[config.mk]
export PLATFORM = sky130hd
export DESIGN_NAME = ctrl_top
export DESIGN_NICKNAME = d
export VERILOG_FILES = /design/src/ctrl_pkg.sv /design/src/trap_if.sv /design/src/trap_cause_sel.sv /design/src/ctrl_fsm.sv /design/src/ctrl_top.sv
export SDC_FILE = /design/constraint.sdc
export NUM_CORES = 1
export LEC_CHECK = 0
export BUFFER_PORTS_ARGS = -buffer_cell sky130_fd_sc_hd__buf_4
export CORE_AREA = 2 2 64 66
export DETAILED_ROUTE_END_ITERATION = 10
export DIE_AREA = 0 0 66 68
export GPL_ROUTABILITY_DRIVEN = 0
export GPL_TIMING_DRIVEN = 1
export PLACE_DENSITY = 0.8
export SYNTH_ARGS = -nofsm -noshare
export SYNTH_HDL_FRONTEND = slang
export SYNTH_SLANG_ARGS = --single-unit
[constraint.sdc]
create_clock -name clk_i -period 3.2 [get_ports clk_i]
set_input_delay 0.64 -clock clk_i [delete_from_list [all_inputs] [get_ports clk_i]]
set_output_delay 0.64 -clock clk_i [all_outputs]
set_load 0.05 [all_outputs]
[src/ctrl_pkg.sv]
/*
 * controller package: architectural widths, fetch address selectors,
 * synchronous exception codes and the trap-cause word
 */
`default_nettype none

package ctrl_pkg;

  //////////////////////////////////////////////////////////////////////
  // widths fixed by the ISA
  //////////////////////////////////////////////////////////////////////

  // instruction, fault address and mtval words
  parameter int unsigned XLEN     = 32;
  // compressed instruction half word
  parameter int unsigned COMP_W   = 16;
  // interrupt identifier from the interrupt controller
  parameter int unsigned IRQ_ID_W = 5;
  // mcause as seen by the controller
  parameter int unsigned CAUSE_W  = 6;

  //////////////////////////////////////////////////////////////////////
  // selectors toward the IF stage
  //////////////////////////////////////////////////////////////////////

  // fetch address source
  typedef enum logic [1:0] {
    PC_BOOT = 2'b00,
    PC_JUMP = 2'b01,
    PC_EXC  = 2'b10,
    PC_ERET = 2'b11
  } pc_sel_e;

  // exception vector, synchronous trap or interrupt
  typedef enum logic [0:0] {
    EXC_PC_EXC = 1'b0,
    EXC_PC_IRQ = 1'b1
  } exc_pc_sel_e;

  //////////////////////////////////////////////////////////////////////
  // trap cause
  //////////////////////////////////////////////////////////////////////

  // synchronous exception codes, top bit always clear
  typedef enum logic [CAUSE_W-1:0] {
    EXC_CAUSE_ILLEGAL_INSN       = 6'd2,
    EXC_CAUSE_BREAKPOINT         = 6'd3,
    EXC_CAUSE_LOAD_ACCESS_FAULT  = 6'd5,
    EXC_CAUSE_STORE_ACCESS_FAULT = 6'd7,
    EXC_CAUSE_ECALL_MMODE        = 6'd11
  } exc_code_e;

  // interrupt view: flag on top of the interrupt id
  typedef struct packed {
    logic                irq;
    logic [IRQ_ID_W-1:0] id;
  } irq_cause_t;

  // one cause word, decoded as exception code or as interrupt
  typedef union packed {
    exc_code_e  code;
    irq_cause_t intr;
  } exc_cause_u;

endpackage

`default_nettype wire

[src/trap_if.sv]
/* trap interface between the controller FSM and the trap cause selector */
`timescale 1ns/1ps
`default_nettype none

interface trap_if
  import ctrl_pkg::*;
();

  // load/store faults latched in the decode cycle that enters flush
  logic            load_err_q;
  logic            store_err_q;

  // redirect for the instruction held in ID
  logic            trap_pc_set;
  pc_sel_e         trap_pc_sel;
  exc_pc_sel_e     trap_exc_pc_sel;
  exc_cause_u      trap_cause;
  // save PC of ID and the cause
  logic            trap_csr_save;
  logic            trap_restore_mret;
  logic [XLEN-1:0] trap_mtval;

  // controller side, owns the fault latches
  modport fsm (
    output load_err_q,
    output store_err_q,
    input  trap_pc_set,
    input  trap_pc_sel,
    input  trap_exc_pc_sel,
    input  trap_cause,
    input  trap_csr_save,
    input  trap_restore_mret,
    input  trap_mtval
  );

  // cause selector side, computes the redirect every cycle
  modport sel (
    input  load_err_q,
    input  store_err_q,
    output trap_pc_set,
    output trap_pc_sel,
    output trap_exc_pc_sel,
    output trap_cause,
    output trap_csr_save,
    output trap_restore_mret,
    output trap_mtval
  );

endinterface

`default_nettype wire

[src/trap_cause_sel.sv]
/*
 * trap cause selector: prioritized decode of the flushed instruction
 * into redirect, exception code, CSR strobes and mtval
 */
`timescale 1ns/1ps
`default_nettype none

module trap_cause_sel
  import ctrl_pkg::*;
(
  // decoder flags for the instruction in ID
  input  logic              ecall_insn_i,
  input  logic              illegal_insn_i,
  input  logic              mret_insn_i,
  input  logic              ebrk_insn_i,

  // IF/ID register, source of mtval on illegal instructions
  input  logic [XLEN-1:0]   instr_i,
  input  logic [COMP_W-1:0] instr_compressed_i,
  input  logic              instr_is_compressed_i,

  // last LSU address, source of mtval on access faults
  input  logic [XLEN-1:0]   lsu_addr_last_i,

  trap_if.sel               trap_io
);

  logic [XLEN-1:0] illegal_tval;

  // mtval holds the offending encoding as fetched
  // compressed instructions are zero-extended
  assign illegal_tval = instr_is_compressed_i ?
                        {{(XLEN-COMP_W){1'b0}}, instr_compressed_i} : instr_i;

  //////////////////////////////////////////////////////////////////////
  // priority: ecall, illegal, mret, ebreak, load fault, store fault
  //////////////////////////////////////////////////////////////////////

  always_comb begin
    // defaults describe a synchronous exception
    trap_io.trap_pc_set       = 1'b1;
    trap_io.trap_pc_sel       = PC_EXC;
    trap_io.trap_exc_pc_sel   = EXC_PC_EXC;
    trap_io.trap_cause        = '0;
    trap_io.trap_csr_save     = 1'b1;
    trap_io.trap_restore_mret = 1'b0;
    trap_io.trap_mtval        = '0;

    if (ecall_insn_i) begin
      trap_io.trap_cause.code = EXC_CAUSE_ECALL_MMODE;
    end else if (illegal_insn_i) begin
      trap_io.trap_cause.code = EXC_CAUSE_ILLEGAL_INSN;
      trap_io.trap_mtval      = illegal_tval;
    end else if (mret_insn_i) begin
      // return from trap, restore mstatus from the saved copy
      // nothing is saved, mepc gives the target
      trap_io.trap_pc_sel       = PC_ERET;
      trap_io.trap_csr_save     = 1'b0;
      trap_io.trap_restore_mret = 1'b1;
    end else if (ebrk_insn_i) begin
      // without debug support ebreak is a plain breakpoint
      trap_io.trap_cause.code = EXC_CAUSE_BREAKPOINT;
    end else if (trap_io.load_err_q) begin
      trap_io.trap_cause.code = EXC_CAUSE_LOAD_ACCESS_FAULT;
      trap_io.trap_mtval      = lsu_addr_last_i;
    end else if (trap_io.store_err_q) begin
      trap_io.trap_cause.code = EXC_CAUSE_STORE_ACCESS_FAULT;
      trap_io.trap_mtval      = lsu_addr_last_i;
    end else begin
      // csr status or plain pipe flush, no redirect
      trap_io.trap_pc_set   = 1'b0;
      trap_io.trap_csr_save = 1'b0;
    end
  end

endmodule

`default_nettype wire

[src/ctrl_fsm.sv]
/*
 * controller FSM: boot, decode, flush and interrupt entry, sleep,
 * load/store fault latches and stall control toward IF/ID
 */
`timescale 1ns/1ps
`default_nettype none

module ctrl_fsm
  import ctrl_pkg::*;
(
  input  logic                clk_i,
  input  logic                rst_ni,

  input  logic                fetch_enable_i,

  // decoder flags
  input  logic                illegal_insn_i,
  input  logic                ecall_insn_i,
  input  logic                mret_insn_i,
  input  logic                ebrk_insn_i,
  input  logic                csr_status_i,
  input  logic                pipe_flush_i,

  // IF/ID register and LSU faults
  input  logic                instr_valid_i,
  input  logic                load_err_i,
  input  logic                store_err_i,

  // taken jump or branch in ID
  input  logic                branch_set_i,
  input  logic                jump_set_i,

  // interrupts
  input  logic                irq_i,
  input  logic                irq_req_ctrl_i,
  input  logic [IRQ_ID_W-1:0] irq_id_ctrl_i,
  input  logic                m_ie_i,

  // stall sources
  input  logic                stall_lsu_i,
  input  logic                stall_multdiv_i,
  input  logic                stall_jump_i,
  input  logic                stall_branch_i,

  // prefetcher and IF stage
  output logic                instr_req_o,
  output logic                pc_set_o,
  output pc_sel_e             pc_mux_o,
  output exc_pc_sel_e         exc_pc_mux_o,

  // trap and interrupt entry
  output exc_cause_u          exc_cause_o,
  output logic                exc_ack_o,
  output logic                irq_ack_o,
  output logic [IRQ_ID_W-1:0] irq_id_o,

  // CSR strobes
  output logic                csr_save_if_o,
  output logic                csr_save_id_o,
  output logic                csr_save_cause_o,
  output logic                csr_restore_mret_id_o,
  output logic [XLEN-1:0]     csr_mtval_o,

  // IF/ID control
  output logic                halt_if_o,
  output logic                id_ready_o,
  output logic                id_valid_o,
  output logic                instr_valid_clear_o,
  output logic                deassert_we_o,
  output logic                is_decoding_o,

  trap_if.fsm                 trap_io
);

  typedef enum logic [2:0] {
    RESET,
    BOOT_SET,
    WAIT_SLEEP,
    SLEEP,
    FIRST_FETCH,
    DECODE,
    FLUSH,
    IRQ_TAKEN
  } ctrl_fsm_e;

  ctrl_fsm_e ctrl_fsm_cs;
  ctrl_fsm_e ctrl_fsm_ns;

  logic irq_take;
  logic flush_req;
  logic halt_id;
  logic load_err_n;
  logic store_err_n;

  // pending interrupt that machine mode accepts
  assign irq_take  = irq_req_ctrl_i & m_ie_i;

  // anything in ID that needs the pipe flushed
  assign flush_req = illegal_insn_i | ecall_insn_i | mret_insn_i | ebrk_insn_i |
                     csr_status_i | pipe_flush_i | load_err_i | store_err_i;

  assign irq_id_o  = irq_id_ctrl_i;

  //////////////////////////////////////////////////////////////////////
  // next state and outputs
  //////////////////////////////////////////////////////////////////////

  always_comb begin
    ctrl_fsm_ns           = ctrl_fsm_cs;

    instr_req_o           = 1'b1;
    pc_set_o              = 1'b0;
    pc_mux_o              = PC_BOOT;
    exc_pc_mux_o          = EXC_PC_IRQ;
    exc_cause_o           = '0;
    exc_ack_o             = 1'b0;
    irq_ack_o             = 1'b0;

    csr_save_if_o         = 1'b0;
    csr_save_id_o         = 1'b0;
    csr_save_cause_o      = 1'b0;
    csr_restore_mret_id_o = 1'b0;
    csr_mtval_o           = '0;

    halt_id               = 1'b0;
    is_decoding_o         = 1'b0;
    load_err_n            = 1'b0;
    store_err_n           = 1'b0;

    unique case (ctrl_fsm_cs)
      // hold the boot address until fetch is enabled
      RESET: begin
        instr_req_o = 1'b0;
        pc_set_o    = 1'b1;
        if (fetch_enable_i) begin
          ctrl_fsm_ns = BOOT_SET;
        end
      end

      // load boot address into the fetch PC
      BOOT_SET: begin
        pc_set_o    = 1'b1;
        ctrl_fsm_ns = FIRST_FETCH;
      end

      // one idle cycle before sleep, fetch stays off
      WAIT_SLEEP: begin
        instr_req_o = 1'b0;
        halt_id     = 1'b1;
        ctrl_fsm_ns = SLEEP;
      end

      // only irq_i wakes the core, taken or not
      SLEEP: begin
        instr_req_o = 1'b0;
        halt_id     = 1'b1;
        if (irq_i) begin
          ctrl_fsm_ns = FIRST_FETCH;
        end
      end

      // wait for the first instruction to reach ID
      FIRST_FETCH: begin
        if (id_ready_o) begin
          ctrl_fsm_ns = DECODE;
        end
        // pipe is empty here, interrupt can go in directly
        if (irq_take) begin
          halt_id     = 1'b1;
          ctrl_fsm_ns = IRQ_TAKEN;
        end
      end

      DECODE: begin
        if (irq_take) begin
          // interrupt wins over the instruction in ID
          halt_id     = 1'b1;
          ctrl_fsm_ns = IRQ_TAKEN;
        end else if (instr_valid_i) begin
          is_decoding_o = 1'b1;
          if (branch_set_i || jump_set_i) begin
            // redirect in the same cycle
            pc_set_o = 1'b1;
            pc_mux_o = PC_JUMP;
          end else if (flush_req) begin
            // keep the instruction in ID for the flush cycle
            halt_id     = 1'b1;
            load_err_n  = load_err_i;
            store_err_n = store_err_i;
            ctrl_fsm_ns = FLUSH;
          end
        end
      end

      // forward what the cause selector computed for ID
      FLUSH: begin
        halt_id               = 1'b1;
        pc_set_o              = trap_io.trap_pc_set;
        pc_mux_o              = trap_io.trap_pc_sel;
        exc_pc_mux_o          = trap_io.trap_exc_pc_sel;
        exc_cause_o           = trap_io.trap_cause;
        csr_save_id_o         = trap_io.trap_csr_save;
        csr_save_cause_o      = trap_io.trap_csr_save;
        csr_restore_mret_id_o = trap_io.trap_restore_mret;
        csr_mtval_o           = trap_io.trap_mtval;
        // wfi reaches here as a pipe flush
        ctrl_fsm_ns           = pipe_flush_i ? WAIT_SLEEP : DECODE;
      end

      // jump to the interrupt vector, save PC of IF
      IRQ_TAKEN: begin
        pc_set_o              = 1'b1;
        pc_mux_o              = PC_EXC;
        exc_pc_mux_o          = EXC_PC_IRQ;
        exc_cause_o.intr.irq  = 1'b1;
        exc_cause_o.intr.id   = irq_id_ctrl_i;
        csr_save_if_o         = 1'b1;
        csr_save_cause_o      = 1'b1;
        irq_ack_o             = 1'b1;
        exc_ack_o             = 1'b1;
        ctrl_fsm_ns           = DECODE;
      end
    endcase
  end

  //////////////////////////////////////////////////////////////////////
  // stall control
  //////////////////////////////////////////////////////////////////////

  // IF stage halts together with ID
  assign halt_if_o           = halt_id;

  // any stall source holds the instruction in ID
  assign id_ready_o          = ~(stall_lsu_i | stall_multdiv_i | stall_jump_i |
                                 stall_branch_i);

  // drop the IF/ID entry once done or while halted
  assign instr_valid_clear_o = id_ready_o | halt_id;
  assign id_valid_o          = id_ready_o & ~halt_id;

  // no register writes outside decode or for illegal encodings
  assign deassert_we_o       = ~is_decoding_o | illegal_insn_i;

  // state and fault latches
  always_ff @(posedge clk_i or negedge rst_ni) begin
    if (!rst_ni) begin
      ctrl_fsm_cs         <= RESET;
      trap_io.load_err_q  <= 1'b0;
      trap_io.store_err_q <= 1'b0;
    end else begin
      ctrl_fsm_cs         <= ctrl_fsm_ns;
      trap_io.load_err_q  <= load_err_n;
      trap_io.store_err_q <= store_err_n;
    end
  end

endmodule

`default_nettype wire

[src/ctrl_top.sv]
/* controller top level: FSM, trap cause selector and their interface */
`timescale 1ns/1ps
`default_nettype none

module ctrl_top
  import ctrl_pkg::*;
(
  input  logic                clk_i,
  input  logic                rst_ni,
  input  logic                fetch_enable_i,

  // decoder flags
  input  logic                illegal_insn_i,
  input  logic                ecall_insn_i,
  input  logic                mret_insn_i,
  input  logic                ebrk_insn_i,
  input  logic                csr_status_i,
  input  logic                pipe_flush_i,

  // IF/ID register
  input  logic                instr_valid_i,
  input  logic [XLEN-1:0]     instr_i,
  input  logic [COMP_W-1:0]   instr_compressed_i,
  input  logic                instr_is_compressed_i,

  // LSU
  input  logic [XLEN-1:0]     lsu_addr_last_i,
  input  logic                load_err_i,
  input  logic                store_err_i,

  // jumps and branches
  input  logic                branch_set_i,
  input  logic                jump_set_i,

  // interrupts
  input  logic                irq_i,
  input  logic                irq_req_ctrl_i,
  input  logic [IRQ_ID_W-1:0] irq_id_ctrl_i,
  input  logic                m_ie_i,

  // stalls
  input  logic                stall_lsu_i,
  input  logic                stall_multdiv_i,
  input  logic                stall_jump_i,
  input  logic                stall_branch_i,

  // prefetcher and IF stage
  output logic                instr_req_o,
  output logic                pc_set_o,
  output pc_sel_e             pc_mux_o,
  output exc_pc_sel_e         exc_pc_mux_o,

  // trap and interrupt entry
  output logic [CAUSE_W-1:0]  exc_cause_o,
  output logic                exc_ack_o,
  output logic                irq_ack_o,
  output logic [IRQ_ID_W-1:0] irq_id_o,

  // CSR strobes
  output logic                csr_save_if_o,
  output logic                csr_save_id_o,
  output logic                csr_save_cause_o,
  output logic                csr_restore_mret_id_o,
  output logic [XLEN-1:0]     csr_mtval_o,

  // IF/ID control
  output logic                halt_if_o,
  output logic                id_ready_o,
  output logic                id_valid_o,
  output logic                instr_valid_clear_o,
  output logic                deassert_we_o,
  output logic                is_decoding_o
);

  exc_cause_u fsm_cause;

  trap_if u_trap_if ();

  ctrl_fsm u_fsm (
    .clk_i                 (clk_i),
    .rst_ni                (rst_ni),
    .fetch_enable_i        (fetch_enable_i),
    .illegal_insn_i        (illegal_insn_i),
    .ecall_insn_i          (ecall_insn_i),
    .mret_insn_i           (mret_insn_i),
    .ebrk_insn_i           (ebrk_insn_i),
    .csr_status_i          (csr_status_i),
    .pipe_flush_i          (pipe_flush_i),
    .instr_valid_i         (instr_valid_i),
    .load_err_i            (load_err_i),
    .store_err_i           (store_err_i),
    .branch_set_i          (branch_set_i),
    .jump_set_i            (jump_set_i),
    .irq_i                 (irq_i),
    .irq_req_ctrl_i        (irq_req_ctrl_i),
    .irq_id_ctrl_i         (irq_id_ctrl_i),
    .m_ie_i                (m_ie_i),
    .stall_lsu_i           (stall_lsu_i),
    .stall_multdiv_i       (stall_multdiv_i),
    .stall_jump_i          (stall_jump_i),
    .stall_branch_i        (stall_branch_i),
    .instr_req_o           (instr_req_o),
    .pc_set_o              (pc_set_o),
    .pc_mux_o              (pc_mux_o),
    .exc_pc_mux_o          (exc_pc_mux_o),
    .exc_cause_o           (fsm_cause),
    .exc_ack_o             (exc_ack_o),
    .irq_ack_o             (irq_ack_o),
    .irq_id_o              (irq_id_o),
    .csr_save_if_o         (csr_save_if_o),
    .csr_save_id_o         (csr_save_id_o),
    .csr_save_cause_o      (csr_save_cause_o),
    .csr_restore_mret_id_o (csr_restore_mret_id_o),
    .csr_mtval_o           (csr_mtval_o),
    .halt_if_o             (halt_if_o),
    .id_ready_o            (id_ready_o),
    .id_valid_o            (id_valid_o),
    .instr_valid_clear_o   (instr_valid_clear_o),
    .deassert_we_o         (deassert_we_o),
    .is_decoding_o         (is_decoding_o),
    .trap_io               (u_trap_if.fsm)
  );

  trap_cause_sel u_trap (
    .ecall_insn_i          (ecall_insn_i),
    .illegal_insn_i        (illegal_insn_i),
    .mret_insn_i           (mret_insn_i),
    .ebrk_insn_i           (ebrk_insn_i),
    .instr_i               (instr_i),
    .instr_compressed_i    (instr_compressed_i),
    .instr_is_compressed_i (instr_is_compressed_i),
    .lsu_addr_last_i       (lsu_addr_last_i),
    .trap_io               (u_trap_if.sel)
  );

  // mcause leaves the controller as a plain bus
  assign exc_cause_o = fsm_cause;

endmodule

`default_nettype wire

==> results of run 1 <==
-- stage by stage --
| step | hold slack (ns) | utilization |
|---|---|---|
| floorplan | 0.344 | - |
| global placement | 0.446 | 0.617 |
| detailed placement | 0.447 | 0.617 |
| CTS | 0.214 | 0.629 |
| global route | 0.211 | 0.629 |
| finish | 0.216 | 0.629 |
-- placed cells by master (no fill, tap or decap), types with 3 or more instances in the layout --
master / n
sky130_fd_sc_hd__nor3_1: 3
sky130_fd_sc_hd__o21ai_0: 14
sky130_fd_sc_hd__clkbuf_8: 3
sky130_fd_sc_hd__o21ai_1: 5
sky130_fd_sc_hd__a22o_1: 3
sky130_fd_sc_hd__mux2i_1: 17
sky130_fd_sc_hd__nor2_1: 9
sky130_fd_sc_hd__dfrtp_1: 5
sky130_fd_sc_hd__a21o_1: 4
sky130_fd_sc_hd__and3_1: 3
sky130_fd_sc_hd__a22o_2: 13
sky130_fd_sc_hd__inv_1: 7
sky130_fd_sc_hd__buf_4: 171
sky130_fd_sc_hd__nand2_1: 19
sky130_fd_sc_hd__o21bai_1: 3
-- routing by layer --
layer	GRT usage	routed length, um
met5	0	0
met1	0.228	1960
met3	0.0674	573
met4	0.0459	48
met2	0.398	2740
-- critical path: cells and delay by family --
kind                   cells  cell delay, ns
and+or+nand+nor            1            0.57
AOI/OAI and AO/OA          3            0.67
buffers and inverters      2            0.32
-- flip-flops by register name, summed over array words and instances, names as in the netlist --
signal	cells
u_fsm.trap_io.store_err_q	1
u_fsm.trap_io.load_err_q	1
u_fsm.ctrl_fsm_cs	3
-- kinds of logic (layout without fill, tap and decap cells) --
kind of cell | Yosys count | count (layout) | share of synthesized area
AND/OR/NAND/NOR | 49 | 49 | 0.229
AO/OA/AOI/OAI | 58 | 58 | 0.380
flip-flops | 5 | 5 | 0.110
multiplexers | 17 | 17 | 0.150
buffers and inverters | 25 | 182 | 0.131
-- layout make-up --
class	instances	share of cell area
Timing Repair Buffer	171	0.529
Multi-Input combinational cell	124	0.364
Sequential cell	5	0.0516
Tap cell	50	0.0258
Clock buffer	4	0.0186
Inverter	7	0.0108
-- power by group through the flow --
| stage | registers, mW | logic, mW | clock network, mW |
|---|---|---|---|
| final | 0.111 | 1.03 | 0.116 |
| after global routing | 0.117 | 1.10 | 0.123 |
| after CTS | 0.112 | 1.03 | 0.119 |
| after detailed placement | 0.112 | 1.03 | 0 |
| after global placement | 0.112 | 1.02 | 0 |
| after floorplan | 0.0957 | 0.729 | 0 |
-- how the worst min path moves through the flow --
stage,start,to,depth (start not counted)
3_5_place_dp,rst_ni,u_fsm.ctrl_fsm_cs[2]$_DFFE_PN0P_,1
6_report,rst_ni,u_fsm.ctrl_fsm_cs[2]$_DFFE_PN0P_,1
5_1_grt,rst_ni,u_fsm.ctrl_fsm_cs[1]$_DFFE_PN0P_,1
3_3_place_gp,rst_ni,u_fsm.ctrl_fsm_cs[2]$_DFFE_PN0P_,1
4_1_cts,rst_ni,u_fsm.ctrl_fsm_cs[2]$_DFFE_PN0P_,1
2_1_floorplan,rst_ni,u_fsm.ctrl_fsm_cs[0]$_DFFE_PN0P_,0
==> flow_metrics.env, run 1 <==
export IMPL_status="completed"
export IMPL_worstSetupStartpoint="illegal_insn_i"
export IMPL_regArea_um2=125
export IMPL_crit_chain="buf_4 -> or4_4 -> o211ai_2 -> o21ai_1 -> a211o_1 -> buf_4"
export IMPL_worst_setup_path_endpoint="instr_valid_clear_o"
export IMPL_timing_critical_path_slowest_stage_cell="sky130_fd_sc_hd__or4_4"
export IMPL_switching_share=0.587
export IMPL_cts_resized=0
export IMPL_timing_final_max_slew_violations=0
export IMPL_layout_drive_gt1_share=0.621
export IMPL_power_mw=1.26
export IMPL_worst_slack_ns=0.360
export IMPL_grt_util_all_layers=0.210
export IMPL_synth_sequential_area_ratio=0.110
export IMPL_number_of_enable_type_register_cells_in_the_synthesized_netlist=0
export IMPL_numCtsBuffers=3
export IMPL_cts_tree="built"
export IMPL_finalHoldViolations=0
export IMPL_type_of_element_capturing_the_critical_path="output port"
export IMPL_setup_ws_pre_cts_ns=0.368
export IMPL_period_minus_slack_ns=2.84
export IMPL_yosysTopAreaCellShare=0.150
export IMPL_clk_pin_slew_ns=0.04
export IMPL_timing_max_slew_rel_slack=0.642
export IMPL_cpPeakStageDelay_ns=0.57
export IMPL_synth_async_sr_flop_share=1.00
export IMPL_top_flip_flop_cell_by_instance_count_after_synthesis="sky130_fd_sc_hd__dfrtp_1"
export IMPL_initial_core_util=0.295
export IMPL_internal_power_mw=0.519
export IMPL_synth_net_count=261
export IMPL_worst_setup_path_start_kind="input port"
export IMPL_timing_final_setup_violations=0
export IMPL_wl_per_cell_um=14.7
export IMPL_max_vdd_ir_drop_uv=658
export IMPL_synthTopCellsByArea="sky130_fd_sc_hd__mux2i_1 (15%), sky130_fd_sc_hd__a22o_2 (11%), sky130_fd_sc_hd__dfrtp_1 (11%)"
export IMPL_critical_path_top_cell_by_count="sky130_fd_sc_hd__buf_4"
export IMPL_ff2ff_setup_slack_ns=1.62
export IMPL_power_static_leakage_nw=1.34
export IMPL_post_route_cell_area_um2=2420
export IMPL_antenna_found_initial=0
export IMPL_area_growth_syn_to_layout_pct=113
export IMPL_setup_repair_after_global_routing_missed_its_margin="no"
export IMPL_place_hpwl_mm=4.44
export IMPL_timing_max_cap_violations=0
export IMPL_setup_worst_path_class="input port to output port"
export IMPL_p_per_area_nw_per_um2=518
export IMPL_floorplan_rows=23
export IMPL_synth_seq_cells=5
export IMPL_num_nets_final=419
export IMPL_yosys_warnings=0
export IMPL_finalClockSkew_ns=0.000393
export IMPL_cp_arrival_ns=2.20
export IMPL_pwr_share_seq=0.089
export IMPL_core_region_area_um2=3860
export IMPL_fp_dieW_um=66
export IMPL_r2r_start="u_fsm.ctrl_fsm_cs[1]$_DFFE_PN0P_"
export IMPL_postCtsSetupBuffers=0
export IMPL_final_setup_tns_ns=0
export IMPL_r2r_end="u_fsm.ctrl_fsm_cs[1]$_DFFE_PN0P_"
export IMPL_postSynthAreaPerCell_um2=7.38
export IMPL_timing_worst_slew_pin_value_ns=0.530
export IMPL_final_cells=361
export IMPL_detail_route_antenna_nets=0
export IMPL_layout_worst_path_cycle_share=0.888
export IMPL_combPwrFrac=0.819
export IMPL_detailroute_via_count=1761
export IMPL_io_pins=167
export IMPL_worst_r2r_path_depth=4
export IMPL_wire_length_reported_by_the_detailed_router_mm=5.32
export IMPL_grt_first_pass_wirelength_mm=7.38
export IMPL_syn_cell_area_um2=1140
export IMPL_synth_most_common_cell="sky130_fd_sc_hd__nand2_1"
export IMPL_post_route_drc_count=0
export IMPL_synthDominantAreaCellType="sky130_fd_sc_hd__mux2i_1"
export IMPL_clock_path_buffers=2
export IMPL_placement_cell_area_um2=2380
export IMPL_p_sw_mw=0.738
export IMPL_yosysUniqueCellTypes=43
export IMPL_pin_count_of_the_biggest_net_entering_global_routing=22
export IMPL_clk_root_buffer_cell="sky130_fd_sc_hd__clkbuf_8"
export IMPL_routed_via_count_divided_by_cell_count=4.88
export IMPL_worst_path_max_fanout=5
export IMPL_cell_count_after_synthesis=154
export IMPL_die_height_um=68
export IMPL_htree_levels=1
export IMPL_globalRoute_totalOverflow=0
export IMPL_cts_hold_fix_buffers=0
export IMPL_dr_pass1_iters=4
export IMPL_drt_iter0_markers=81
export IMPL_multi_input_comb_area_um2=882
export IMPL_insertion_delay_ns=0.22
export IMPL_number_of_global_route_vias_before_repair=1553
export IMPL_antennaDiodeCount=0
export IMPL_clock_power_share=0.092
export IMPL_timing_fmax_mhz=352
export IMPL_placed_cells=357
export IMPL_clock_sink_count=5
export IMPL_io_buffer_count=166
export IMPL_synth_common_cells="sky130_fd_sc_hd__nand2_1 (19), sky130_fd_sc_hd__mux2i_1 (17), sky130_fd_sc_hd__o21ai_0 (14), sky130_fd_sc_hd__a22o_2 (13), sky130_fd_sc_hd__nor2_1 (9)"
export IMPL_hold_path_class="input port to asynchronous set/reset pin"
export IMPL_fillers=358
export IMPL_cp_required_ns=2.56
export IMPL_die_area_um2=4490
No activity file was read; power rests on OpenSTA's default activity.
==> run 2: changes to the inputs <==
CELL_PAD_IN_SITES_DETAIL_PLACEMENT = 1   (was not set)
CELL_PAD_IN_SITES_GLOBAL_PLACEMENT = 2   (was not set)
CORE_AREA = not set   (was 2 2 64 66)
CORE_MARGIN = 2   (was not set)
CORE_UTILIZATION = 13   (was not set)
DIE_AREA = not set   (was 0 0 66 68)
PLACE_DENSITY = 0.84   (was 0.8)
==> flow_metrics.env, run 2 (synthesis gave the netlist of run 1 again) <==
export IMPL_pin_count_of_the_biggest_net_entering_global_routing=34
export IMPL_timing_max_cap_violations=0
export IMPL_fillers=1083
export IMPL_dr_pass1_iters=4
export IMPL_fp_dieW_um=97.5
export IMPL_worst_setup_path_start_kind="input port"
export IMPL_postCtsSetupBuffers=0
export IMPL_switching_share=0.592
export IMPL_clock_power_share=0.091
export IMPL_floorplan_rows=34
export IMPL_final_cell_mix="sky130_fd_sc_hd__buf_4 (169), sky130_fd_sc_hd__nand2_1 (19), sky130_fd_sc_hd__mux2i_1 (17), sky130_fd_sc_hd__o21ai_0 (14), sky130_fd_sc_hd__a22o_2 (13)"
export IMPL_insertion_delay_ns=0.22
export IMPL_clock_path_buffers=2
export IMPL_final_setup_tns_ns=0
export IMPL_setup_repair_after_global_routing_missed_its_margin="no"
export IMPL_num_nets_final=418
export IMPL_status="completed"
export IMPL_internal_power_mw=0.519
export IMPL_worst_slack_ns=0.327
export IMPL_max_flop_register="u_fsm.ctrl_fsm_cs"
export IMPL_cp_arrival_ns=2.23
export IMPL_placement_cell_area_um2=2460
export IMPL_finalCoreUtilization=0.291
export IMPL_largest_register_ffs=3
export IMPL_detailroute_via_count=1786
export IMPL_type_of_element_capturing_the_critical_path="output port"
export IMPL_layout_cells_most_common="sky130_fd_sc_hd__buf_4"
export IMPL_clk_pin_slew_ns=0.04
export IMPL_setup_ws_pre_cts_ns=0.306
export IMPL_worst_path_max_fanout=33
export IMPL_final_cells=418
export IMPL_htree_levels=1
export IMPL_wl_per_cell_um=14.8
export IMPL_antennaDiodeCount=0
export IMPL_wire_length_reported_by_the_detailed_router_mm=6.18
export IMPL_place_hpwl_mm=5.27
export IMPL_timing_final_max_slew_violations=0
export IMPL_io_pins=167
export IMPL_power_static_leakage_nw=1.33
export IMPL_grt_first_pass_wirelength_mm=9.78
export IMPL_detail_route_antenna_nets=0
export IMPL_layout_drive_gt1_share=0.619
export IMPL_cp_required_ns=2.56
export IMPL_number_of_global_route_vias_before_repair=1922
export IMPL_drt_iter0_markers=15
export IMPL_globalRoute_totalOverflow=0
export IMPL_reg_largest_list="u_fsm.ctrl_fsm_cs (3), u_fsm.trap_io.load_err_q (1), u_fsm.trap_io.store_err_q (1)"
export IMPL_numCtsBuffers=3
export IMPL_combPwrFrac=0.819
export IMPL_area_growth_syn_to_layout_pct=120
export IMPL_worstSetupStartpoint="illegal_insn_i"
export IMPL_antenna_found_initial=0
export IMPL_timing_worst_slew_pin_value_ns=0.568
export IMPL_finalHoldViolations=0
export IMPL_routed_via_count_divided_by_cell_count=4.27
export IMPL_post_route_drc_count=0
export IMPL_timing_max_slew_rel_slack=0.616
export IMPL_initial_core_util=0.132
export IMPL_clk_root_buffer_cell="sky130_fd_sc_hd__clkbuf_8"
export IMPL_grt_util_all_layers=0.124
export IMPL_core_region_area_um2=8590
export IMPL_clock_sink_count=5
export IMPL_cts_tree="built"
export IMPL_r2r_start="u_fsm.ctrl_fsm_cs[1]$_DFFE_PN0P_"
export IMPL_p_per_area_nw_per_um2=509
export IMPL_die_area_um2=9500
export IMPL_io_buffer_count=166
export IMPL_finalClockSkew_ns=0.00186
export IMPL_power_mw=1.27
export IMPL_placed_cells=414
export IMPL_pwr_share_seq=0.090
export IMPL_period_minus_slack_ns=2.87
export IMPL_timing_final_setup_violations=0
export IMPL_max_vdd_ir_drop_uv=582
export IMPL_cts_hold_fix_buffers=0
export IMPL_setup_worst_path_class="input port to output port"
export IMPL_layout_worst_path_cycle_share=0.898
export IMPL_die_height_um=97.5
export IMPL_p_sw_mw=0.754
export IMPL_hold_path_class="input port to asynchronous set/reset pin"
export IMPL_post_route_cell_area_um2=2500
export IMPL_hold_slack_ns=0.216
export IMPL_cts_resized=0
export IMPL_timing_fmax_mhz=348
-- run 2: changes by cell type in the layout (fill, tap and decap cells not counted), sizes merged --
cell  before  now
buf      171  170
-- run 2: cell type report --
type | count | area, um^2 | share of cell area
inverters | 7 | 26.3 | 0.0105
clock buffers | 4 | 45.0 | 0.0180
well taps | 108 | 135 | 0.0540
multi-input cells | 124 | 882 | 0.353
flip-flops and latches | 5 | 125 | 0.0500
repair buffers | 170 | 1290 | 0.515
-- run 2: power groups by stage --
stage	combinational (mW)	clock (mW)	sequential, mW
2_1_floorplan	0.729	0	0.0957
3_3_place_gp	1.05	0	0.114
3_5_place_dp	1.05	0	0.116
4_1_cts	1.06	0.118	0.115
5_1_grt	1.11	0.124	0.120
6_report	1.04	0.116	0.114
-- run 2: path summary, 6_finish.rpt --
check                                                          end  slack [ns]  depth (start not counted)
worst max-delay path                               csr_mtval_o[10]        0.33                          7
max in group asynchronous       u_fsm.trap_io.load_err_q$_DFF_PN0_        2.87                          1
worst min register to register    u_fsm.ctrl_fsm_cs[2]$_DFFE_PN0P_        0.75                          2
min in group clk_i                u_fsm.ctrl_fsm_cs[2]$_DFFE_PN0P_        0.67                          2
worst min-delay path              u_fsm.ctrl_fsm_cs[0]$_DFFE_PN0P_        0.22                          1
worst max register to register    u_fsm.ctrl_fsm_cs[0]$_DFFE_PN0P_        1.56                          4
-- run 2: metal layers --
metal	vias to the layer above	share of wire	GRT usage
met5	-	0	0
met1	815	0.39	0.150
met2	81	0.53	0.230
met4	0	0.0084	0.0139
met3	6	0.074	0.0266
li1	884	-	-
-- run 2: worst max-delay path: stages --
cell and delay [ns]:
sky130_fd_sc_hd__buf_4 0.13, sky130_fd_sc_hd__or4_4 0.57, sky130_fd_sc_hd__nor4_4 0.21, sky130_fd_sc_hd__buf_12 0.23, sky130_fd_sc_hd__nand2_1 0.06, sky130_fd_sc_hd__o21ai_0 0.12
sky130_fd_sc_hd__buf_4 0.26
